===== src/logic/id_isa_pkg.sv =====
// RV32I instruction-set definitions for the decode stage
// Word widths, major opcodes and the function codes checked by the decoder
`default_nettype none

package id_isa_pkg;

  // Data, address and instruction words
  typedef logic [31:0] xlen_t;
  typedef logic [31:0] instr_t;
  typedef logic [4:0]  reg_addr_t;

  // Supported major opcodes, everything else is illegal
  typedef enum logic [6:0] {
    OPCODE_OP     = 7'h33,
    OPCODE_OP_IMM = 7'h13,
    OPCODE_LUI    = 7'h37,
    OPCODE_AUIPC  = 7'h17,
    OPCODE_LOAD   = 7'h03,
    OPCODE_STORE  = 7'h23,
    OPCODE_BRANCH = 7'h63,
    OPCODE_JAL    = 7'h6f
  } opcode_e;

  // ALU funct3
  localparam logic [2:0] F3_ADD_SUB = 3'b000;
  localparam logic [2:0] F3_SLL     = 3'b001;
  localparam logic [2:0] F3_SLT     = 3'b010;
  localparam logic [2:0] F3_SLTU    = 3'b011;
  localparam logic [2:0] F3_XOR     = 3'b100;
  localparam logic [2:0] F3_SRL_SRA = 3'b101;
  localparam logic [2:0] F3_OR      = 3'b110;
  localparam logic [2:0] F3_AND     = 3'b111;

  // Branch funct3
  localparam logic [2:0] F3_BEQ  = 3'b000;
  localparam logic [2:0] F3_BNE  = 3'b001;
  localparam logic [2:0] F3_BLT  = 3'b100;
  localparam logic [2:0] F3_BGE  = 3'b101;
  localparam logic [2:0] F3_BLTU = 3'b110;
  localparam logic [2:0] F3_BGEU = 3'b111;

  // Load/store funct3, stores use only the signed codes
  localparam logic [2:0] F3_MEM_B  = 3'b000;
  localparam logic [2:0] F3_MEM_H  = 3'b001;
  localparam logic [2:0] F3_MEM_W  = 3'b010;
  localparam logic [2:0] F3_MEM_BU = 3'b100;
  localparam logic [2:0] F3_MEM_HU = 3'b101;

  // funct7, ALT selects SUB and SRA
  localparam logic [6:0] F7_BASE = 7'b000_0000;
  localparam logic [6:0] F7_ALT  = 7'b010_0000;

  // Address step for the second half of a misaligned access
  localparam xlen_t INSTR_BYTES = 32'd4;

endpackage

`default_nettype wire


===== src/logic/id_ctrl_pkg.sv =====
// Decode-control definitions shared by decoder, operand mux and sequencer
// ALU operations, operand selects, access size and sequencer states
`default_nettype none

package id_ctrl_pkg;

  // ALU operations, compares are used by branches
  typedef enum logic [3:0] {
    ALU_ADD  = 4'd0,
    ALU_SUB  = 4'd1,
    ALU_XOR  = 4'd2,
    ALU_OR   = 4'd3,
    ALU_AND  = 4'd4,
    ALU_SLL  = 4'd5,
    ALU_SRL  = 4'd6,
    ALU_SRA  = 4'd7,
    ALU_SLT  = 4'd8,
    ALU_SLTU = 4'd9,
    ALU_EQ   = 4'd10,
    ALU_NE   = 4'd11,
    ALU_LT   = 4'd12,
    ALU_GE   = 4'd13,
    ALU_LTU  = 4'd14,
    ALU_GEU  = 4'd15
  } alu_op_e;

  // Operand A source
  typedef enum logic [1:0] {
    OP_A_REG_A  = 2'd0,
    OP_A_FWD    = 2'd1,
    OP_A_CURRPC = 2'd2,
    OP_A_ZERO   = 2'd3
  } op_a_sel_e;

  // Operand B source
  typedef enum logic {
    OP_B_REG_B = 1'b0,
    OP_B_IMM   = 1'b1
  } op_b_sel_e;

  // Immediate feeding operand B
  typedef enum logic [2:0] {
    IMM_B_I         = 3'd0,
    IMM_B_S         = 3'd1,
    IMM_B_B         = 3'd2,
    IMM_B_U         = 3'd3,
    IMM_B_J         = 3'd4,
    IMM_B_INCR_ADDR = 3'd5
  } imm_b_sel_e;

  // Memory access size
  typedef logic [1:0] lsu_type_t;
  localparam lsu_type_t LSU_WORD = 2'd0;
  localparam lsu_type_t LSU_HALF = 2'd1;
  localparam lsu_type_t LSU_BYTE = 2'd2;

  // ID/EX sequencer states
  typedef enum logic {
    FIRST_CYCLE = 1'b0,
    MULTI_CYCLE = 1'b1
  } id_fsm_e;

endpackage

`default_nettype wire


===== src/logic/id_decoder.sv =====
// RV32I instruction decoder
// Turns an instruction word into register addresses, enables, operand
// selects, LSU controls and instruction-class flags
`timescale 1ns/1ps
`default_nettype none

module id_decoder
  import id_isa_pkg::*, id_ctrl_pkg::*;
#(
  parameter bit RV32E = 1'b0
) (
  input  instr_t     instr_i,
  output reg_addr_t  rf_raddr_a_o,
  output reg_addr_t  rf_raddr_b_o,
  output reg_addr_t  rf_waddr_o,
  output logic       rf_ren_a_o,
  output logic       rf_ren_b_o,
  output logic       rf_we_o,
  output alu_op_e    alu_operator_o,
  output op_a_sel_e  op_a_sel_o,
  output op_b_sel_e  op_b_sel_o,
  output imm_b_sel_e imm_b_sel_o,
  output logic       lsu_req_o,
  output logic       lsu_we_o,
  output logic       lsu_sign_ext_o,
  output lsu_type_t  lsu_type_o,
  output logic       branch_o,
  output logic       jump_o,
  output logic       illegal_o
);

  opcode_e    opcode;
  logic [2:0] funct3;
  logic [6:0] funct7;

  // Shared ALU op lookup for OP and OP-IMM, alt picks SUB/SRA
  function automatic alu_op_e alu_op_from_f3(logic [2:0] f3, logic alt);
    alu_op_e op;
    case (f3)
      F3_ADD_SUB: op = alt ? ALU_SUB : ALU_ADD;
      F3_SLL:     op = ALU_SLL;
      F3_SLT:     op = ALU_SLT;
      F3_SLTU:    op = ALU_SLTU;
      F3_XOR:     op = ALU_XOR;
      F3_SRL_SRA: op = alt ? ALU_SRA : ALU_SRL;
      F3_OR:      op = ALU_OR;
      default:    op = ALU_AND;
    endcase
    return op;
  endfunction

  // Instruction fields
  assign opcode       = opcode_e'(instr_i[6:0]);
  assign funct3       = instr_i[14:12];
  assign funct7       = instr_i[31:25];
  assign rf_raddr_a_o = instr_i[19:15];
  assign rf_raddr_b_o = instr_i[24:20];
  assign rf_waddr_o   = instr_i[11:7];

  //////////////////////////////
  // Opcode decode
  //////////////////////////////

  always_comb begin
    // Defaults, nothing enabled
    rf_ren_a_o     = 1'b0;
    rf_ren_b_o     = 1'b0;
    rf_we_o        = 1'b0;
    alu_operator_o = ALU_ADD;
    op_a_sel_o     = OP_A_REG_A;
    op_b_sel_o     = OP_B_IMM;
    imm_b_sel_o    = IMM_B_I;
    lsu_req_o      = 1'b0;
    lsu_we_o       = 1'b0;
    lsu_sign_ext_o = 1'b0;
    lsu_type_o     = LSU_WORD;
    branch_o       = 1'b0;
    jump_o         = 1'b0;
    illegal_o      = 1'b0;

    case (opcode)
      OPCODE_OP: begin
        rf_ren_a_o     = 1'b1;
        rf_ren_b_o     = 1'b1;
        rf_we_o        = 1'b1;
        op_b_sel_o     = OP_B_REG_B;
        alu_operator_o = alu_op_from_f3(funct3, funct7 == F7_ALT);
        // ALT only valid for SUB and SRA
        if (funct7 == F7_ALT) begin
          illegal_o = !(funct3 inside {F3_ADD_SUB, F3_SRL_SRA});
        end else if (funct7 != F7_BASE) begin
          illegal_o = 1'b1;
        end
      end
      OPCODE_OP_IMM: begin
        rf_ren_a_o     = 1'b1;
        rf_we_o        = 1'b1;
        alu_operator_o = alu_op_from_f3(funct3,
                                        (funct3 == F3_SRL_SRA) && (funct7 == F7_ALT));
        // Shift amounts live in imm[4:0], upper bits are funct7
        if (funct3 == F3_SLL) begin
          illegal_o = (funct7 != F7_BASE);
        end else if (funct3 == F3_SRL_SRA) begin
          illegal_o = !(funct7 inside {F7_BASE, F7_ALT});
        end
      end
      OPCODE_LUI: begin
        rf_we_o     = 1'b1;
        op_a_sel_o  = OP_A_ZERO;
        imm_b_sel_o = IMM_B_U;
      end
      OPCODE_AUIPC: begin
        rf_we_o     = 1'b1;
        op_a_sel_o  = OP_A_CURRPC;
        imm_b_sel_o = IMM_B_U;
      end
      OPCODE_LOAD: begin
        // Address is rs1 + I immediate
        rf_ren_a_o     = 1'b1;
        rf_we_o        = 1'b1;
        lsu_req_o      = 1'b1;
        lsu_sign_ext_o = ~funct3[2];
        case (funct3)
          F3_MEM_B, F3_MEM_BU: lsu_type_o = LSU_BYTE;
          F3_MEM_H, F3_MEM_HU: lsu_type_o = LSU_HALF;
          F3_MEM_W:            lsu_type_o = LSU_WORD;
          default:             illegal_o  = 1'b1;
        endcase
      end
      OPCODE_STORE: begin
        rf_ren_a_o  = 1'b1;
        rf_ren_b_o  = 1'b1;
        lsu_req_o   = 1'b1;
        lsu_we_o    = 1'b1;
        imm_b_sel_o = IMM_B_S;
        case (funct3)
          F3_MEM_B: lsu_type_o = LSU_BYTE;
          F3_MEM_H: lsu_type_o = LSU_HALF;
          F3_MEM_W: lsu_type_o = LSU_WORD;
          default:  illegal_o  = 1'b1;
        endcase
      end
      OPCODE_BRANCH: begin
        // ALU does the compare, target comes from the B immediate
        rf_ren_a_o  = 1'b1;
        rf_ren_b_o  = 1'b1;
        branch_o    = 1'b1;
        op_b_sel_o  = OP_B_REG_B;
        imm_b_sel_o = IMM_B_B;
        case (funct3)
          F3_BEQ:  alu_operator_o = ALU_EQ;
          F3_BNE:  alu_operator_o = ALU_NE;
          F3_BLT:  alu_operator_o = ALU_LT;
          F3_BGE:  alu_operator_o = ALU_GE;
          F3_BLTU: alu_operator_o = ALU_LTU;
          F3_BGEU: alu_operator_o = ALU_GEU;
          default: illegal_o      = 1'b1;
        endcase
      end
      OPCODE_JAL: begin
        // Target is PC + J immediate
        rf_we_o     = 1'b1;
        jump_o      = 1'b1;
        op_a_sel_o  = OP_A_CURRPC;
        imm_b_sel_o = IMM_B_J;
      end
      default: illegal_o = 1'b1;
    endcase

    // RV32E has only x0..x15
    if (RV32E && ((rf_ren_a_o && rf_raddr_a_o[4]) || (rf_ren_b_o && rf_raddr_b_o[4]) ||
                  (rf_we_o && rf_waddr_o[4]))) begin
      illegal_o = 1'b1;
    end

    // Illegal instructions must not touch state
    if (illegal_o) begin
      rf_ren_a_o = 1'b0;
      rf_ren_b_o = 1'b0;
      rf_we_o    = 1'b0;
      lsu_req_o  = 1'b0;
      lsu_we_o   = 1'b0;
      branch_o   = 1'b0;
      jump_o     = 1'b0;
    end
  end

endmodule

`default_nettype wire


===== src/logic/id_operand_mux.sv =====
// ALU operand multiplexers
// Builds the sign-extended immediates and selects operands A and B
`timescale 1ns/1ps
`default_nettype none

module id_operand_mux
  import id_isa_pkg::*, id_ctrl_pkg::*;
(
  input  instr_t     instr_i,
  input  xlen_t      pc_i,
  input  xlen_t      rf_rdata_a_i,
  input  xlen_t      rf_rdata_b_i,
  input  xlen_t      lsu_addr_last_i,
  input  op_a_sel_e  op_a_sel_i,
  input  op_b_sel_e  op_b_sel_i,
  input  imm_b_sel_e imm_b_sel_i,
  output xlen_t      alu_operand_a_o,
  output xlen_t      alu_operand_b_o
);

  xlen_t imm_i_type;
  xlen_t imm_s_type;
  xlen_t imm_b_type;
  xlen_t imm_u_type;
  xlen_t imm_j_type;
  xlen_t imm_b;

  // Immediate formats, sign bit always instr[31]
  assign imm_i_type = {{20{instr_i[31]}}, instr_i[31:20]};
  assign imm_s_type = {{20{instr_i[31]}}, instr_i[31:25], instr_i[11:7]};
  assign imm_b_type = {{19{instr_i[31]}}, instr_i[31], instr_i[7], instr_i[30:25],
                       instr_i[11:8], 1'b0};
  assign imm_u_type = {instr_i[31:12], 12'b0};
  assign imm_j_type = {{12{instr_i[31]}}, instr_i[19:12], instr_i[20], instr_i[30:21], 1'b0};

  // Immediate for operand B
  always_comb begin
    case (imm_b_sel_i)
      IMM_B_I: imm_b = imm_i_type;
      IMM_B_S: imm_b = imm_s_type;
      IMM_B_B: imm_b = imm_b_type;
      IMM_B_U: imm_b = imm_u_type;
      IMM_B_J: imm_b = imm_j_type;
      default: imm_b = INSTR_BYTES;
    endcase
  end

  // Operand A
  always_comb begin
    unique case (op_a_sel_i)
      OP_A_REG_A:  alu_operand_a_o = rf_rdata_a_i;
      OP_A_FWD:    alu_operand_a_o = lsu_addr_last_i;
      OP_A_CURRPC: alu_operand_a_o = pc_i;
      OP_A_ZERO:   alu_operand_a_o = '0;
    endcase
  end

  // Operand B
  assign alu_operand_b_o = (op_b_sel_i == OP_B_IMM) ? imm_b : rf_rdata_b_i;

endmodule

`default_nettype wire


===== src/logic/id_ex_sequencer.sv =====
// ID/EX sequencer
// First/multi-cycle FSM with memory, branch and jump stalls, instruction
// completion and a single pc-set pulse per control transfer
`timescale 1ns/1ps
`default_nettype none

module id_ex_sequencer
  import id_ctrl_pkg::*;
(
  input  logic clk_i,
  input  logic rst_ni,
  input  logic instr_valid_i,
  input  logic lsu_req_dec_i,
  input  logic branch_dec_i,
  input  logic jump_dec_i,
  input  logic branch_decision_i,
  input  logic ex_valid_i,
  input  logic lsu_resp_valid_i,
  output logic first_cycle_o,
  output logic stall_o,
  output logic instr_done_o,
  output logic pc_set_o,
  output logic branch_taken_o
);

  id_fsm_e id_fsm_q, id_fsm_d;
  logic    branch_set_q, branch_set_d;
  logic    jump_set_raw;
  logic    set_done_q, set_done_d;
  logic    stall_mem, stall_branch, stall_jump;
  logic    multicycle_done;

  assign first_cycle_o = instr_valid_i & (id_fsm_q == FIRST_CYCLE);

  // Loads and stores wait on the LSU, control transfers on EX
  assign multicycle_done = lsu_req_dec_i ? lsu_resp_valid_i : ex_valid_i;

  // Memory ops always stall the first cycle, then until the response
  assign stall_mem = instr_valid_i & lsu_req_dec_i & (~lsu_resp_valid_i | first_cycle_o);

  //////////////////////////////
  // Next state
  //////////////////////////////

  always_comb begin
    id_fsm_d     = id_fsm_q;
    stall_branch = 1'b0;
    stall_jump   = 1'b0;
    branch_set_d = 1'b0;
    jump_set_raw = 1'b0;

    if (instr_valid_i) begin
      unique case (id_fsm_q)
        FIRST_CYCLE: begin
          if (lsu_req_dec_i) begin
            id_fsm_d = MULTI_CYCLE;
          end else if (branch_dec_i) begin
            // Taken branch sets the PC next cycle from the flopped decision
            id_fsm_d     = branch_decision_i ? MULTI_CYCLE : FIRST_CYCLE;
            stall_branch = branch_decision_i;
            branch_set_d = branch_decision_i;
          end else if (jump_dec_i) begin
            id_fsm_d     = MULTI_CYCLE;
            stall_jump   = 1'b1;
            jump_set_raw = 1'b1;
          end
        end
        MULTI_CYCLE: begin
          if (multicycle_done) begin
            id_fsm_d = FIRST_CYCLE;
          end else begin
            stall_branch = branch_dec_i;
            stall_jump   = jump_dec_i;
          end
        end
      endcase
    end
  end

  assign stall_o      = stall_mem | stall_branch | stall_jump;
  assign instr_done_o = instr_valid_i & ~stall_o;

  // Guard is set by the first pc-set and cleared once the instruction finishes
  assign set_done_d     = (branch_set_q | jump_set_raw | set_done_q) & ~instr_done_o;
  assign pc_set_o       = (branch_set_q | jump_set_raw) & ~set_done_q;
  assign branch_taken_o = branch_set_q & ~set_done_q;

  always_ff @(posedge clk_i or negedge rst_ni) begin
    if (!rst_ni) begin
      id_fsm_q     <= FIRST_CYCLE;
      branch_set_q <= 1'b0;
      set_done_q   <= 1'b0;
    end else begin
      // State holds while no instruction is present
      if (instr_valid_i) begin
        id_fsm_q <= id_fsm_d;
      end
      branch_set_q <= branch_set_d;
      set_done_q   <= set_done_d;
    end
  end

endmodule

`default_nettype wire


===== src/logic/id_stage.sv =====
// Instruction decode and dispatch stage
// Connects decoder, operand mux and sequencer, applies the second-address
// override for misaligned accesses and gates the enables
`timescale 1ns/1ps
`default_nettype none

module id_stage
  import id_isa_pkg::*, id_ctrl_pkg::*;
#(
  parameter bit RV32E = 1'b0
) (
  input  logic      clk_i,
  input  logic      rst_ni,
  input  logic      instr_valid_i,
  input  logic      branch_decision_i,
  input  logic      ex_valid_i,
  input  logic      lsu_resp_valid_i,
  input  logic      lsu_addr_incr_req_i,
  input  instr_t    instr_rdata_i,
  input  xlen_t     pc_id_i,
  input  xlen_t     rf_rdata_a_i,
  input  xlen_t     rf_rdata_b_i,
  input  xlen_t     lsu_addr_last_i,
  output reg_addr_t rf_raddr_a_o,
  output reg_addr_t rf_raddr_b_o,
  output reg_addr_t rf_waddr_o,
  output logic      rf_ren_a_o,
  output logic      rf_ren_b_o,
  output logic      rf_we_o,
  output logic      illegal_insn_o,
  output logic      lsu_req_o,
  output logic      lsu_we_o,
  output logic      lsu_sign_ext_o,
  output logic      pc_set_o,
  output logic      instr_done_o,
  output lsu_type_t lsu_type_o,
  output xlen_t     lsu_wdata_o,
  output alu_op_e   alu_operator_o,
  output xlen_t     alu_operand_a_o,
  output xlen_t     alu_operand_b_o
);

  op_a_sel_e  op_a_sel_dec, op_a_sel;
  op_b_sel_e  op_b_sel_dec, op_b_sel;
  imm_b_sel_e imm_b_sel_dec, imm_b_sel;
  logic       rf_ren_a_dec, rf_ren_b_dec, rf_we_dec;
  logic       lsu_req_dec, branch_dec, jump_dec, illegal_dec;
  logic       first_cycle;

  id_decoder #(
    .RV32E(RV32E)
  ) u_decoder (
    .instr_i       (instr_rdata_i),
    .rf_raddr_a_o  (rf_raddr_a_o),
    .rf_raddr_b_o  (rf_raddr_b_o),
    .rf_waddr_o    (rf_waddr_o),
    .rf_ren_a_o    (rf_ren_a_dec),
    .rf_ren_b_o    (rf_ren_b_dec),
    .rf_we_o       (rf_we_dec),
    .alu_operator_o(alu_operator_o),
    .op_a_sel_o    (op_a_sel_dec),
    .op_b_sel_o    (op_b_sel_dec),
    .imm_b_sel_o   (imm_b_sel_dec),
    .lsu_req_o     (lsu_req_dec),
    .lsu_we_o      (lsu_we_o),
    .lsu_sign_ext_o(lsu_sign_ext_o),
    .lsu_type_o    (lsu_type_o),
    .branch_o      (branch_dec),
    .jump_o        (jump_dec),
    .illegal_o     (illegal_dec)
  );

  // Second half of a misaligned access: last address + 4
  assign op_a_sel  = lsu_addr_incr_req_i ? OP_A_FWD        : op_a_sel_dec;
  assign op_b_sel  = lsu_addr_incr_req_i ? OP_B_IMM        : op_b_sel_dec;
  assign imm_b_sel = lsu_addr_incr_req_i ? IMM_B_INCR_ADDR : imm_b_sel_dec;

  id_operand_mux u_operand_mux (
    .instr_i        (instr_rdata_i),
    .pc_i           (pc_id_i),
    .rf_rdata_a_i   (rf_rdata_a_i),
    .rf_rdata_b_i   (rf_rdata_b_i),
    .lsu_addr_last_i(lsu_addr_last_i),
    .op_a_sel_i     (op_a_sel),
    .op_b_sel_i     (op_b_sel),
    .imm_b_sel_i    (imm_b_sel),
    .alu_operand_a_o(alu_operand_a_o),
    .alu_operand_b_o(alu_operand_b_o)
  );

  id_ex_sequencer u_seq (
    .clk_i            (clk_i),
    .rst_ni           (rst_ni),
    .instr_valid_i    (instr_valid_i),
    .lsu_req_dec_i    (lsu_req_dec),
    .branch_dec_i     (branch_dec),
    .jump_dec_i       (jump_dec),
    .branch_decision_i(branch_decision_i),
    .ex_valid_i       (ex_valid_i),
    .lsu_resp_valid_i (lsu_resp_valid_i),
    .first_cycle_o    (first_cycle),
    .stall_o          (),
    .instr_done_o     (instr_done_o),
    .pc_set_o         (pc_set_o),
    .branch_taken_o   ()
  );

  // Enables only for valid, legal instructions
  assign illegal_insn_o = instr_valid_i & illegal_dec;
  assign rf_ren_a_o     = instr_valid_i & ~illegal_dec & rf_ren_a_dec;
  assign rf_ren_b_o     = instr_valid_i & ~illegal_dec & rf_ren_b_dec;
  assign rf_we_o        = instr_valid_i & rf_we_dec;

  // One request per load/store, issued in its first cycle
  assign lsu_req_o   = lsu_req_dec & first_cycle;
  assign lsu_wdata_o = rf_rdata_b_i;

endmodule

`default_nettype wire


===== config.mk =====
export PLATFORM = sky130hd
export DESIGN_NAME = id_stage
export DESIGN_NICKNAME = d
export VERILOG_FILES = /design/src/logic/id_isa_pkg.sv /design/src/logic/id_ctrl_pkg.sv /design/src/logic/id_decoder.sv /design/src/logic/id_operand_mux.sv /design/src/logic/id_ex_sequencer.sv /design/src/logic/id_stage.sv
export SDC_FILE = /design/constraint.sdc
export NUM_CORES = 1
export LEC_CHECK = 0
export ABC_CLOCK_PERIOD_IN_PS = 2500
export BUFFER_PORTS_ARGS = -buffer_cell sky130_fd_sc_hd__buf_4
export CAP_MARGIN = 40
export CORE_AREA = 2 2 115 117
export DETAILED_ROUTE_END_ITERATION = 8
export DIE_AREA = 0 0 117 119
export GPL_TIMING_DRIVEN = 0
export PLACE_DENSITY_LB_ADDON = 0.05
export SYNTH_ARGS = -nofsm -noshare
export SYNTH_HDL_FRONTEND = slang
export SYNTH_SLANG_ARGS = --single-unit

===== constraint.sdc =====
create_clock -name clk_i -period 2.5 [get_ports clk_i]
set_input_delay 0.125 -clock clk_i [delete_from_list [all_inputs] [get_ports clk_i]]
set_output_delay 0.125 -clock clk_i [all_outputs]
set_load 0.02 [all_outputs]

Word level (Yosys, flattened, before mapping) --
Index checks and enable logic that the tools add are counted.
Cells by class: muxes and demuxes 64, reduce and logical (&&, ||, !) cells 23, bitwise logic cells 24, equality and inequality tests 23
Operator list (number):
- 32-bit one-hot mux with 5 select lines | 1
- 32-bit one-hot mux with 4 select lines | 1
- 4-bit one-hot mux with 7 select lines | 2
- 1-bit two-way mux | 46
- 32-bit two-way mux | 1
- 7-bit by 6-bit == test with 1-bit output, second input constant | 4
- 4-bit one-hot mux with 6 select lines | 1
- 2-bit one-hot mux with 2 select lines | 4
- 3-bit == test, second input constant | 5
- 7-bit by 5-bit == test with 1-bit output, second input constant | 2
- 7-bit == test, second input constant | 2
- 1-bit bitwise AND | 12
- 3-bit by 2-bit == test with 1-bit output, second input constant | 4
- 3-bit one-hot mux with 4 select lines | 1
- 4-bit one-hot mux with 3 select lines | 1
- 2-bit OR reduction | 6
- 6-bit OR reduction | 2
- 5-bit OR reduction | 2
- 3-bit OR reduction | 3
- 7-bit by 2-bit == test with 1-bit output, second input constant | 1
- 7-bit zero test | 1
- 1-bit inverter | 7
- 7-bit nonzero test | 1
- 3-bit by 1-bit == test with 1-bit output, second input constant | 2
- other kinds (12) | 22
Word-level totals: flip-flop bits (word level) 3, output and inout bits 126, input bits 167

Logic depth before layout (Yosys ltp) --
Gate-level depths: netlist of run 1.
depth after elaboration 17, depth in mapped cells 8, gate-level depth less buffers 7

Hierarchy --
From an unflattened synthesis of run 1, not the netlist that was laid out.
Second synthesis, totals: cells, all modules 377, area total of the unflattened synthesis 2479.9 um^2
Modules (own cells, without submodules):
- id_operand_mux | instances 1, cells an instance 200, area each 1238.7 um^2
- id_decoder | instances 1, cells an instance 108, area each 698.2 um^2
- id_stage | instances 1, cells an instance 43, area each 314.1 um^2
- id_ex_sequencer | instances 1, cells an instance 26, area each 229.0 um^2

Worst setup path after synthesis of run 1 --
Ideal clock, no wire load.
path type input to output, start point input port instr_rdata_i[14], end point output port rf_ren_b_o, setup slack -0.279 ns, stages 8, required time 2.375 ns, data arrival time 2.654 ns, cells stage by stage clkbuf_1 > inv_1 > ha_1 > and2b_1 > a2111oi_2 > a221oi_1 > o2111ai_1 > a2111oi_0
On the way: longest elaborated chain between the ends 8, elaborated cells on any way between the ends 23, those cells by class 6 x eq/ne; 8 x mux; 3 x bitwise; 6 x reduce/logical
RTL lines:
- from (decl) | line id_stage.sv:19 | input instr_t instr_rdata_i,
- 3-bit == test or 3-bit zero test (tied branches)
- 2-bit nonzero test | line id_decoder.sv:90 | illegal_o = !(funct3 inside {F3_ADD_SUB, F3_SRL_SRA});
- 1-bit zero test | line id_decoder.sv:90
- 1-bit two-way mux | line id_decoder.sv:89 | if (funct7 == F7_ALT) begin
- 1-bit one-hot mux with 6 select lines (*) | line id_decoder.sv:81 | case (opcode)
- 1-bit inverter | line id_stage.sv:111 | assign rf_ren_b_o = instr_valid_i & ~illegal_dec & rf_ren_b_dec;
- 1-bit bitwise AND | line id_stage.sv:111
- 1-bit bitwise AND (*) | line id_stage.sv:111
- to (decl) | line id_stage.sv:28 | output logic rf_ren_b_o,
Mark *: on every way between the ends. The rest lies on a longest branch, timed or not.

Worst setup path in the final report of run 1 --
start point input port instr_rdata_i[14], end point output port instr_done_o
On the way: longest elaborated chain between the ends 14, elaborated cells on any way between the ends 40, those cells by class 6 x eq/ne; 22 x mux; 6 x bitwise; 6 x reduce/logical
RTL lines:
- 3-bit == test or 3-bit zero test (tied branches)
- 2-bit nonzero test | line id_decoder.sv:90
- 1-bit zero test | line id_decoder.sv:90
- 1-bit two-way mux | line id_decoder.sv:89
- 1-bit one-hot mux with 6 select lines (*) | line id_decoder.sv:81
- 1-bit two-way mux | line id_decoder.sv:177 | if (illegal_o) begin
- 1-bit two-way mux, on equally long branches | line id_ex_sequencer.sv:36, id_ex_sequencer.sv:57, id_ex_sequencer.sv:62
- 1-bit two-way mux, on equally long branches | line id_ex_sequencer.sv:69, id_ex_sequencer.sv:55, id_ex_sequencer.sv:57
- 1-bit one-hot mux with 2 select lines or 1-bit two-way mux (tied branches) | line id_ex_sequencer.sv:53, id_ex_sequencer.sv:55
- 1-bit two-way mux or 1-bit one-hot mux with 2 select lines (tied branches) | line id_ex_sequencer.sv:52, id_ex_sequencer.sv:53
- 1-bit OR or 1-bit two-way mux (tied branches) | line id_ex_sequencer.sv:80, id_ex_sequencer.sv:52
- 1-bit OR (*) | line id_ex_sequencer.sv:80 | assign stall_o = stall_mem | stall_branch | stall_jump;
- 1-bit inverter (*) | line id_ex_sequencer.sv:81 | assign instr_done_o = instr_valid_i & ~stall_o;
- 1-bit bitwise AND (*) | line id_ex_sequencer.sv:81
- to (decl) | line id_stage.sv:35 | output logic instr_done_o,
Marks and branches as above.

==> out/results.md, run 1 <==
| Metric | This run |
| --- | --- |
| Run status | finished clean |
| I/O pin count | 293 |
| Worst Setup Slack post-DPL | -0.149 ns |
| Final nets | 804 |
| Mux cell area share after synthesis | 2.22% |
| Kind of cell with the highest combined delay on the critical path | compound AO/OA/AOI/OAI gates |
| Number of vias per cell after detailed routing | 4.48 |
| CTS tree | yes |
| Pin count of the biggest net entering global routing | 12 |
| CP most frequent cell | buf_4 |
| Critical-path maximum fanout | 11 |
| Die outline area | 13900 µm² |
| Worst supply voltage drop on vdd | 0.391 mV |
| Core ar. | 12900 µm² |
| Type of destination of the critical path | primary output |
| Synth area leader | buf_4 |
| Placed Cells | 803 |
| Vias in the first global route | 3546 |
| Max-capacitance violation count | 0 |
| Share of the synthesized area in compound gates (AO/OA/AOI/OAI) | 47.1% |
| Fraction of final layout cells with drive strength greater than 1 | 57.8% |
| DR WL/cell | 16.7 µm |
| Placer congestion estimate | 0.828 |
| Synthesized instance count | 339 |
| Wire length of the first global-routing pass | 19700 µm |
| Clk slew on worst S/H paths | 0.03 ns |
| Max_slew headroom | 49.4% |
| Total number of H-tree levels | 1 |
| Worst-case setup margin in the final layout | 0.114 ns |
| Final-report max-slew violation count | 0 |
| Sink Count | 3 |
| Post-synthesis share of cell area spent on full adders, half adders and majority gates | 2.77% |
| Worst Hold Class | input port to register |
| Accumulated negative setup slack | 0 ns |
| Non-filler instance count after layout | 807 |
| Synth top area share | 15.6% |
| Top post-synthesis cells by count | 47 x buf_4, 33 x nand2_1, 32 x a21o_1, 32 x a22o_1, 28 x a21oi_1 |
| Simple-gate share of the synthesized area | 20.7% |
| Distinct cell type count of the synthesized netlist | 51 |
| DRC marker count from the first detailed-route iteration | 182 |
| Clock network latency to the later pin of the worst-skew pair | 0.22 ns |
| Buffers & Inverters on Critical Path | 3 |
| Summed instance area of the synthesized netlist | 2260 µm² |
| Total routing resource utilization after global routing | 17.9% |
| Synth Register Bits | 3 |
| Count of port buffers added during placement | 288 |
| Number of vias after detailed routing | 3613 |
| Instance area at placement | 4650 µm² |
| Summed area of non-filler cells in the final layout | 4730 µm² |
| Count of filler cells inserted in the layout | 1413 |
| Number of enable flip-flop cells after synthesis | 0 |
| Clock Tree Root | clkbuf_16 |
| Most used standard cell by instance count after synthesis | buf_4 |
| Number of placement rows | 42 |
| Average cell area after synthesis | 6.66 µm² |
| CP max stage delay | 0.58 ns |
| Total area of sequential cells | 75.1 µm² |
| DRT antenna net count | 0 |
| Multi-input logic area | 1670 µm² |
| Dominant combinational cell family by area after synthesis | compound AO/OA/AOI/OAI gates |
| Top post-synthesis cells by area | buf_4 16%, a22o_1 12%, a21o_1 11% |
| Width of the die | 117 µm |
| Share of async-settable or async-resettable flops after synthesis | 100% |
| Crit path DAT | 2.26 ns |
| Cell Chain, Critical Path | buf_4 -> inv_1 -> ha_1 -> and2b_1 -> a2111oi_2 -> o41ai_2 -> a221oi_2 -> buf_4 |
| Detailed-placement wirelength estimate | 11600 µm |
| Die H | 119 µm |
| Static leakage | 2.53 nW |
| Tot Pwr | 1.19 mW |
| Cell with the largest stage delay on the worst path | a2111oi_2 |
| Crit path required time | 2.38 ns |
| Worst-Margin Slew | 0.756 ns |
| Sequential element share of the synthesized area | 3.32% |
| DRC violations left | 0 |
| Maximum operating frequency | 419 MHz |
| Final setup viols | 0 |
| Post-route core utilization | 36.8% |
| Min Hold Slack | 0.187 ns |
| Warnings from Yosys | 0 |
| CTS max path bufs | 2 |
| RSZ-0062 raised after global routing | false |
| Slack of the worst reg-to-reg path | 0.93 ns |
| CTS Buf Count | 3 |
| Synth Area in XOR/XNOR | 0.776% |
| Category of the worst setup path launch point | input port |
| Min Clock Period, post-route | 2.39 ns |
| Total power density per cell area | 252 nW/µm² |
| Overall overflow remaining after global route | 0 |
| Worst Skew | 0.000250 ns |
| Portion of the clock cycle consumed by the worst path in the final layout | 95.4% |
| Top_reg_cell synth | dfrtp_1 |
| Final hold viol count | 0 |
| Synth-to-Final Area Change | 110% |
| Number of iterations in the first detailed-routing pass | 4 |
| Synthesized net count | 511 |
| Ant. Diodes | 0 |
| Antenna violations before repair | 0 |
| Worst setup path class | input port to primary output |
| Sum of routed wire length over all layers | 13500 µm |
| Starting utilization of the core area | 17.5% |
[logic make-up after synthesis]
kind of cell | count (synthesis)
multiplexers | 5
XOR/XNOR | 2
AO/OA/AOI/OAI | 148
AND/OR/NAND/NOR | 91
adder cells (fa/ha/maj) | 5
flip-flops | 3
buffers and inverters | 85
[sequential cells by signal, summed over array words and instances, names as in the netlist]
signal	flops
u_seq.branch_set_q	1
u_seq.id_fsm_q	1
u_seq.set_done_q	1
[layout by cell type, fill, tap and decap left out, drive strengths merged, types with 5 or more instances in the layout]
master  netlist  routed
o21ai        22      22
nand2        33      33
a21oi        29      29
inv           9       9
mux2i         5       5
a22o         32      32
buf          58     346
a22oi        11      11
nor2         16      16
clkbuf       18      21
nand3        10      10
nor3         13      13
ha            5       5
a21o         32      32
[final timing paths]
kind	cells after the start	end	startpoint
setup / recovery	8	instr_done_o	instr_rdata_i[14]
hold / removal	3	u_seq.branch_set_q	branch_decision_i
setup reg to reg	5	u_seq.set_done_q	u_seq.id_fsm_q
hold reg to reg	2	u_seq.set_done_q	u_seq.set_done_q
max in group asynchronous	2	u_seq.set_done_q	rst_ni
min in group asynchronous	2	u_seq.id_fsm_q	rst_ni
[layout make-up]
type                    instances  area share [%]
plain buffers                  75            10.3
clock buffers                   4            1.67
inverters                       9           0.714
multi-input cells             251            35.2
flip-flops and latches          3            1.59
well taps                     176            4.65
repair buffers                289            45.9
[worst min-delay path, cell delays in order]
cell and delay (ns):
buf_4 0.12, nand4_1 0.08, nor2_1 0.04
[metal layers]
layer  track usage (%)  vias up  routed length [µm]
met4              2.94        0                 218
met3              2.39       16                 875
met1              22.2     1658                5460
met5                 0        -                   0
li1                  -     1793                   -
met2              32.9      146                6940
[power by group]
| part | leakage (nW) | internal (mW) | switching, mW | total (mW) |
|---|---|---|---|---|
| clock | 0.0382 | 0.210 | 0.0404 | 0.251 |
| sequential | 0.0411 | 0.0564 | 0.00889 | 0.0653 |
| combinational | 2.45 | 0.460 | 0.418 | 0.878 |
[timing repair]
action	in CTS	in global routing
setup endpoints to repair	5	1
hold endpoints to repair	3	0
resized for setup	0	2
gates cloned	0	0
pin swaps	0	0
hold buffers	1	0
setup buffers	0	0
Power figures use the tool's default switching activity.
==> inputs of run 2 (changes only) <==
--- a/config.mk
+++ b/config.mk
@@ -5,12 +5,13 @@
 export SDC_FILE = /design/constraint.sdc
 export NUM_CORES = 1
 export LEC_CHECK = 0
-export ABC_CLOCK_PERIOD_IN_PS = 2500
+export ABC_AREA = 1
+export ABC_CLOCK_PERIOD_IN_PS = 2450
 export BUFFER_PORTS_ARGS = -buffer_cell sky130_fd_sc_hd__buf_4
 export CAP_MARGIN = 40
-export CORE_AREA = 2 2 115 117
+export CORE_AREA = 2 2 114 116
 export DETAILED_ROUTE_END_ITERATION = 8
-export DIE_AREA = 0 0 117 119
+export DIE_AREA = 0 0 116 118
 export GPL_TIMING_DRIVEN = 0
 export PLACE_DENSITY_LB_ADDON = 0.05
 export SYNTH_ARGS = -nofsm -noshare
==> constraint.sdc (replaced) <==
create_clock -name clk_i -period 2.45 [get_ports clk_i]
set_input_delay 0.1225 -clock clk_i [delete_from_list [all_inputs] [get_ports clk_i]]
set_output_delay 0.1225 -clock clk_i [all_outputs]
set_load 0.02 [all_outputs]
==> out/results.md, run 2 <==
| Metric | This run |
| --- | --- |
| Psw | 465 µW |
| Maximum operating frequency | 518 MHz |
| Clock network latency to the later pin of the worst-skew pair | 0.22 ns |
| Commonest non-fill, non-tap cells in the layout | 340 x buf_4, 140 x nand2_1, 55 x inv_1 |
| Post-route core utilization | 39.6% |
| RSZ-0062 raised after global routing | false |
| Sequential share of power | 4.7% |
| Count of port buffers added during placement | 291 |
| Worst Hold Class | input port to register |
| Switching portion of total power | 39.9% |
| Summed area of non-filler cells in the final layout | 4910 µm² |
| Total number of H-tree levels | 1 |
| Worst supply voltage drop on vdd | 0.199 mV |
| DR WL/cell | 14.2 µm |
| Synth area leader | nand2_1 |
| Largest registers ranked by flip-flop count | u_seq.branch_set_q: 1 flops, u_seq.id_fsm_q: 1 flops, u_seq.set_done_q: 1 flops |
| Detailed-placement wirelength estimate | 11500 µm |
| Top post-synthesis cells by area | nand2_1 22%, buf_4 15%, o211ai_1 13% |
| Ant. Diodes | 0 |
| Count of filler cells inserted in the layout | 1358 |
| Sink Count | 3 |
| Core ar. | 12400 µm² |
| Max-capacitance violation count | 0 |
| Overall overflow remaining after global route | 0 |
| Most common library cell in the layout ignoring fill and taps | buf_4 |
| Die outline area | 13700 µm² |
| Instance area at placement | 4820 µm² |
| Min Hold Slack | 0.184 ns |
| Cell internal pwr | 701 µW |
| Top post-synthesis cells by count | 140 x nand2_1, 55 x inv_1, 49 x buf_4 |
| Warnings from Yosys | 0 |
| Static leakage | 2.78 nW |
| Crit path DAT | 1.81 ns |
| Met2 Wirelength | 7240 µm |
| Distinct cell type count of the synthesized netlist | 37 |
| Synthesized net count | 623 |
| Number of vias per cell after detailed routing | 4.35 |
| Number of vias after detailed routing | 3994 |
| Cell with the largest stage delay on the worst path | clkbuf_1 |
| Max_slew headroom | 65.3% |
| Total power density per cell area | 237 nW/µm² |
| Met1 Routed Length | 4590 µm |
| Number of placement rows | 41 |
| Setup fix buffers added after clock tree synthesis | 0 |
| Highest layer used for signal routing | met4 |
| Final nets | 920 |
| Number of cells upsized or downsized after cts | 0 |
| Top_reg_cell synth | dfrtp_1 |
| Clock Tree Root | clkbuf_16 |
| Most used standard cell by instance count after synthesis | nand2_1 |
| Worst-Margin Slew | 0.518 ns |
| Cell Chain, Critical Path | buf_4 -> nand2_1 -> nor2_1 -> nand2_2 -> nand2_1 -> nor2_2 -> clkbuf_1 -> nand2_1 -> o211ai_1 -> buf_4 |
| Fraction of final layout cells with drive strength greater than 1 | 51.5% |
| Wire length of the first global-routing pass | 20000 µm |
| Average cell area after synthesis | 5.37 µm² |
| Category of the worst setup path launch point | input port |
| Worst setup path class | input port to primary output |
| Amount of wire on met3 after detailed routing | 1130 µm |
| DRC violations left | 0 |
| Synthesized instance count | 451 |
| Run status | finished clean |
| Crit path required time | 2.33 ns |
| I/O pin count | 293 |
| DRT antenna net count | 0 |
| Sequential element share of the synthesized area | 3.10% |
| Kind of cell with the highest combined delay on the critical path | simple AND/OR/NAND/NOR gates |
| Summed instance area of the synthesized netlist | 2420 µm² |
| Buffers & Inverters on Critical Path | 3 |
| Type of destination of the critical path | primary output |
| Final hold viol count | 0 |
| Synth top area share | 21.7% |
| Synth-to-Final Area Change | 103% |
| Accumulated negative setup slack | 0 ns |
| Worst Skew | 0.00183 ns |
| CP max stage delay | 0.40 ns |
| Pin count of the biggest net entering global routing | 11 |
| Final setup viols | 0 |
| Share of power burned in the clock network | 22.0% |
| CTS tree | yes |
| DRC marker count from the first detailed-route iteration | 123 |
| Placer congestion estimate | 0.804 |
| CP most frequent cell | nand2_1 |
| Width of the die | 116 µm |
| Tot Pwr | 1.17 mW |
| Number of enable flip-flop cells after synthesis | 0 |
| Antenna violations before repair | 0 |
| Critical-path maximum fanout | 10 |
| CTS max path bufs | 2 |
| Die H | 118 µm |
| CTS Buf Count | 3 |
| Vias in the first global route | 4023 |
| Starting utilization of the core area | 19.5% |
| Total routing resource utilization after global routing | 18.1% |
| Clk slew on worst S/H paths | 0.03 ns |
| Number of iterations in the first detailed-routing pass | 4 |
| Portion of the clock cycle consumed by the worst path in the final layout | 78.7% |
| Share of total power in combinational logic | 73.3% |
| Min Clock Period, post-route | 1.93 ns |
| Sum of routed wire length over all layers | 13000 µm |
| Final-report max-slew violation count | 0 |
| Share of async-settable or async-resettable flops after synthesis | 100% |
| Synth Register Bits | 3 |
[run 2: final timing paths]
kind	startpoint	slack, ns	depth (start not counted)	to
max	instr_rdata_i[1]	0.52	10	alu_operand_a_o[16]
min	instr_valid_i	0.18	3	u_seq.id_fsm_q
max reg2reg	u_seq.id_fsm_q	1.29	5	u_seq.set_done_q
min in group asynchronous	rst_ni	0.25	2	u_seq.set_done_q
max in group asynchronous	rst_ni	2.10	2	u_seq.id_fsm_q
min reg2reg	u_seq.set_done_q	0.55	2	u_seq.set_done_q
[run 2: logic make-up after synthesis]
family                   synth area share [%]
AO/OA/AOI/OAI                            25.1
flip-flops                               3.10
AND/OR/NAND/NOR                          40.9
adder cells (fa/ha/maj)                  2.58
buffers and inverters                    28.3
[run 2: timing repair]
action                     4_1_cts  5_1_grt
setup endpoints to repair        0        0
hold endpoints to repair         3        0
hold buffers                     1        0
[run 2: power by group through the flow]
stage	clock, mW	sequential [mW]	combinational (mW)
floorplan	0	0.0546	0.395
global route	0.266	0.0556	0.925
global placement	0	0.0557	0.855
CTS	0.261	0.0552	0.864
detailed placement	0	0.0557	0.861
finish	0.257	0.0552	0.854
[run 2: cell type report]
type                       instances  area [µm²]  share of cell area, %
sequential                         3        75.1                   1.53
timing repair buffer             292        2190                   44.7
buffer                            64         435                   8.86
multi-input combinational        317        1660                   33.8
tap                              172         215                   4.38
clock buffer                       4        78.8                   1.60
inverter                          67         251                   5.12
[run 2: tightest hold or removal path: cells and delay by family]
family	cells	cell delay, ns
buffers and inverters	1	0.11
and+or+nand+nor	2	0.13
[run 2: layer usage]
layer / track usage [%] / vias to the layer above
li1: - / 2024
met1: 19.2 / 1794
met2: 36.7 / 174
met3: 4.27 / 2
met4: 0.967 / 0
met5: 0 / -
[run 2: metrics by stage]
step                      cells  setup WS (ns)
final                       919          0.521
after global routing        919          0.239
after floorplan             451          0.799
after global placement      914          0.473
after CTS                   919          0.452
after detailed placement    914          0.461
==> inputs of run 3 (changes only) <==
--- a/config.mk
+++ b/config.mk
@@ -6,7 +6,7 @@
 export NUM_CORES = 1
 export LEC_CHECK = 0
 export ABC_AREA = 1
-export ABC_CLOCK_PERIOD_IN_PS = 2450
+export ABC_CLOCK_PERIOD_IN_PS = 1990
 export BUFFER_PORTS_ARGS = -buffer_cell sky130_fd_sc_hd__buf_4
 export CAP_MARGIN = 40
 export CORE_AREA = 2 2 114 116
==> constraint.sdc (replaced) <==
create_clock -name clk_i -period 1.99 [get_ports clk_i]
set_input_delay 0.0995 -clock clk_i [delete_from_list [all_inputs] [get_ports clk_i]]
set_output_delay 0.0995 -clock clk_i [all_outputs]
set_load 0.02 [all_outputs]
==> out/results.md, run 3 (same netlist as run 2, synthesis figures left out) <==
| Metric | This run |
| --- | --- |
| Run status | finished clean |
| Synth-to-Final Area Change | 106% |
| Clock network latency to the later pin of the worst-skew pair | 0.22 ns |
| CTS tree | yes |
| Fraction of final layout cells with drive strength greater than 1 | 52.8% |
| Width of the die | 116 µm |
| Total number of H-tree levels | 1 |
| Count of port buffers added during placement | 291 |
| Max_slew headroom | 67.9% |
| Die H | 118 µm |
| Ant. Diodes | 0 |
| Multi-input logic area | 1690 µm² |
| Source of the worst hold timing path | instr_valid_i |
| Buffers & Inverters on Critical Path | 5 |
| Category of the worst setup path launch point | input port |
| Overall overflow remaining after global route | 0 |
| Worst Skew | 0.00170 ns |
| Cell with the largest stage delay on the worst path | buf_2 |
| Total routing resource utilization after global routing | 18.1% |
| Clock Tree Root | clkbuf_16 |
| R2r worst-path depth | 5 |
| Min Clock Period, post-route | 1.85 ns |
| Number of iterations in the first detailed-routing pass | 4 |
| Static leakage | 2.83 nW |
| Sink Count | 3 |
| Starting utilization of the core area | 19.5% |
| RSZ-0062 raised after global routing | false |
| Total area of sequential cells | 75.1 µm² |
| I/O pin count | 293 |
| Placer congestion estimate | 0.804 |
| Placed Cells | 914 |
| Final setup viols | 0 |
| M3 GR Usage | 4.27% |
| Maximum operating frequency | 540 MHz |
| Portion of the clock cycle consumed by the worst path in the final layout | 93.1% |
| Min Hold Slack | 0.161 ns |
| Summed area of non-filler cells in the final layout | 5000 µm² |
| R2r startpoint | u_seq.id_fsm_q |
| Number of placement rows | 41 |
| Global route hottest layer | met2 |
| Met1 routing resource usage after global routing | 19.2% |
| Final-report max-slew violation count | 0 |
| Accumulated negative setup slack | 0 ns |
| Critical-path maximum fanout | 10 |
| Antenna violations before repair | 0 |
| Die outline area | 13700 µm² |
| DRC marker count from the first detailed-route iteration | 124 |
| Path length in cells of the critical path | 11 |
| Slack of the worst reg-to-reg path | 0.83 ns |
| Crit path required time | 1.89 ns |
| CP max stage delay | 0.23 ns |
| Pin count of the biggest net entering global routing | 11 |
| Total power density per cell area | 289 nW/µm² |
| Worst Hold End | u_seq.id_fsm_q |
| Max-capacitance violation count | 0 |
| Hold-critical path depth | 3 |
| Clk slew on worst S/H paths | 0.03 ns |
| Most common library cell in the layout ignoring fill and taps | buf_4 |
| Worst setup path class | input port to primary output |
| Commonest non-fill, non-tap cells in the layout | 349 x buf_4, 139 x nand2_1, 55 x inv_1 |
| Crit path DAT | 1.75 ns |
| CTS Buf Count | 3 |
| Number of vias after detailed routing | 4019 |
| Final nets | 927 |
| Final hold viol count | 0 |
| Endpoint of the most critical register-to-register path | u_seq.set_done_q |
| Core ar. | 12400 µm² |
| Worst-case setup margin in the final layout | 0.137 ns |
| Non-filler instance count after layout | 926 |
| DRC violations left | 0 |
| Worst-Margin Slew | 0.481 ns |
| Worst supply voltage drop on vdd | 0.245 mV |
| Type of destination of the critical path | primary output |
| Tot Pwr | 1.44 mW |
| CTS max path bufs | 2 |
| DR WL/cell | 14.2 µm |
| Sum of routed wire length over all layers | 13100 µm |
| DRT antenna net count | 0 |
| Vias in the first global route | 4023 |
| Number of vias per cell after detailed routing | 4.34 |
| Kind of cell with the highest combined delay on the critical path | buffers and inverters |
| Detailed-placement wirelength estimate | 11500 µm |
| Post-route core utilization | 40.3% |
| Count of filler cells inserted in the layout | 1366 |
| Instance area at placement | 4820 µm² |
| Cell Chain, Critical Path | buf_4 -> nor2_1 -> nand3_2 -> nor2_2 -> inv_2 -> a21oi_4 -> inv_2 -> nand4_1 -> buf_2 -> o211ai_1 -> buf_4 |
| Worst Hold Class | input port to register |
| Worst Setup Slack post-DPL | 0.0468 ns |
| Wire length of the first global-routing pass | 20000 µm |
| Largest registers ranked by flip-flop count | u_seq.branch_set_q: 1 flops, u_seq.id_fsm_q: 1 flops, u_seq.set_done_q: 1 flops |
| GRT met2 Usage | 36.7% |
## run 3: changes by cell type in the layout (fill, tap and decap cells not counted), sizes merged
cell	change
buf	+6
clkdlybuf4s15	+1
## run 3: worst max path at each step
| stage | startpoint | end |
|---|---|---|
| after global placement | instr_rdata_i[1] | alu_operand_a_o[23] |
| after detailed placement | instr_rdata_i[1] | alu_operand_a_o[11] |
| after global routing | instr_rdata_i[27] | instr_done_o |
| final | instr_rdata_i[6] | alu_operand_b_o[20] |
| after floorplan | instr_rdata_i[1] | alu_operand_b_o[3] |
| after CTS | instr_rdata_i[1] | alu_operand_a_o[11] |
## run 3: cell type report
cell class              instances  share of cell area [%]
clock buffers                   4                    1.58
repair buffers                299                    45.0
inverters                      67                    5.03
flip-flops and latches          3                    1.50
plain buffers                  64                    8.93
well taps                     172                    4.30
multi-input cells             317                    33.7
## run 3: where the power goes
| group | internal [mW] | leakage, nW | total (mW) | switching [mW] |
|---|---|---|---|---|
| clock | 0.264 | 0.0382 | 0.316 | 0.0519 |
| combinational | 0.540 | 2.75 | 1.06 | 0.520 |
| sequential | 0.0637 | 0.0399 | 0.0681 | 0.00440 |
## run 3: what timing repair did
action | 4_1_cts | 5_1_grt
resized for setup | 0 | 19
buffers inserted | 0 | 6
hold buffers | 1 | 0
endpoints found under the hold margin | 3 | 0
endpoints found under the setup margin | 0 | 39
## run 3: worst reg2reg max path, delay by kind of cell, from the launching register on
| family | cells | cell delay [ns] |
|---|---|---|
| buffers and inverters | 1 | 0.11 |
| flip-flops | 1 | 0.44 |
| AND/OR/NAND/NOR | 2 | 0.18 |
| AO/OA/AOI/OAI | 2 | 0.35 |
## run 3: metal layers
metal	up-vias	part of all wire, %
met1	1807	35
met3	2	9.1
met4	0	0.36
met2	173	55
li1	2037	-
met5	-	0
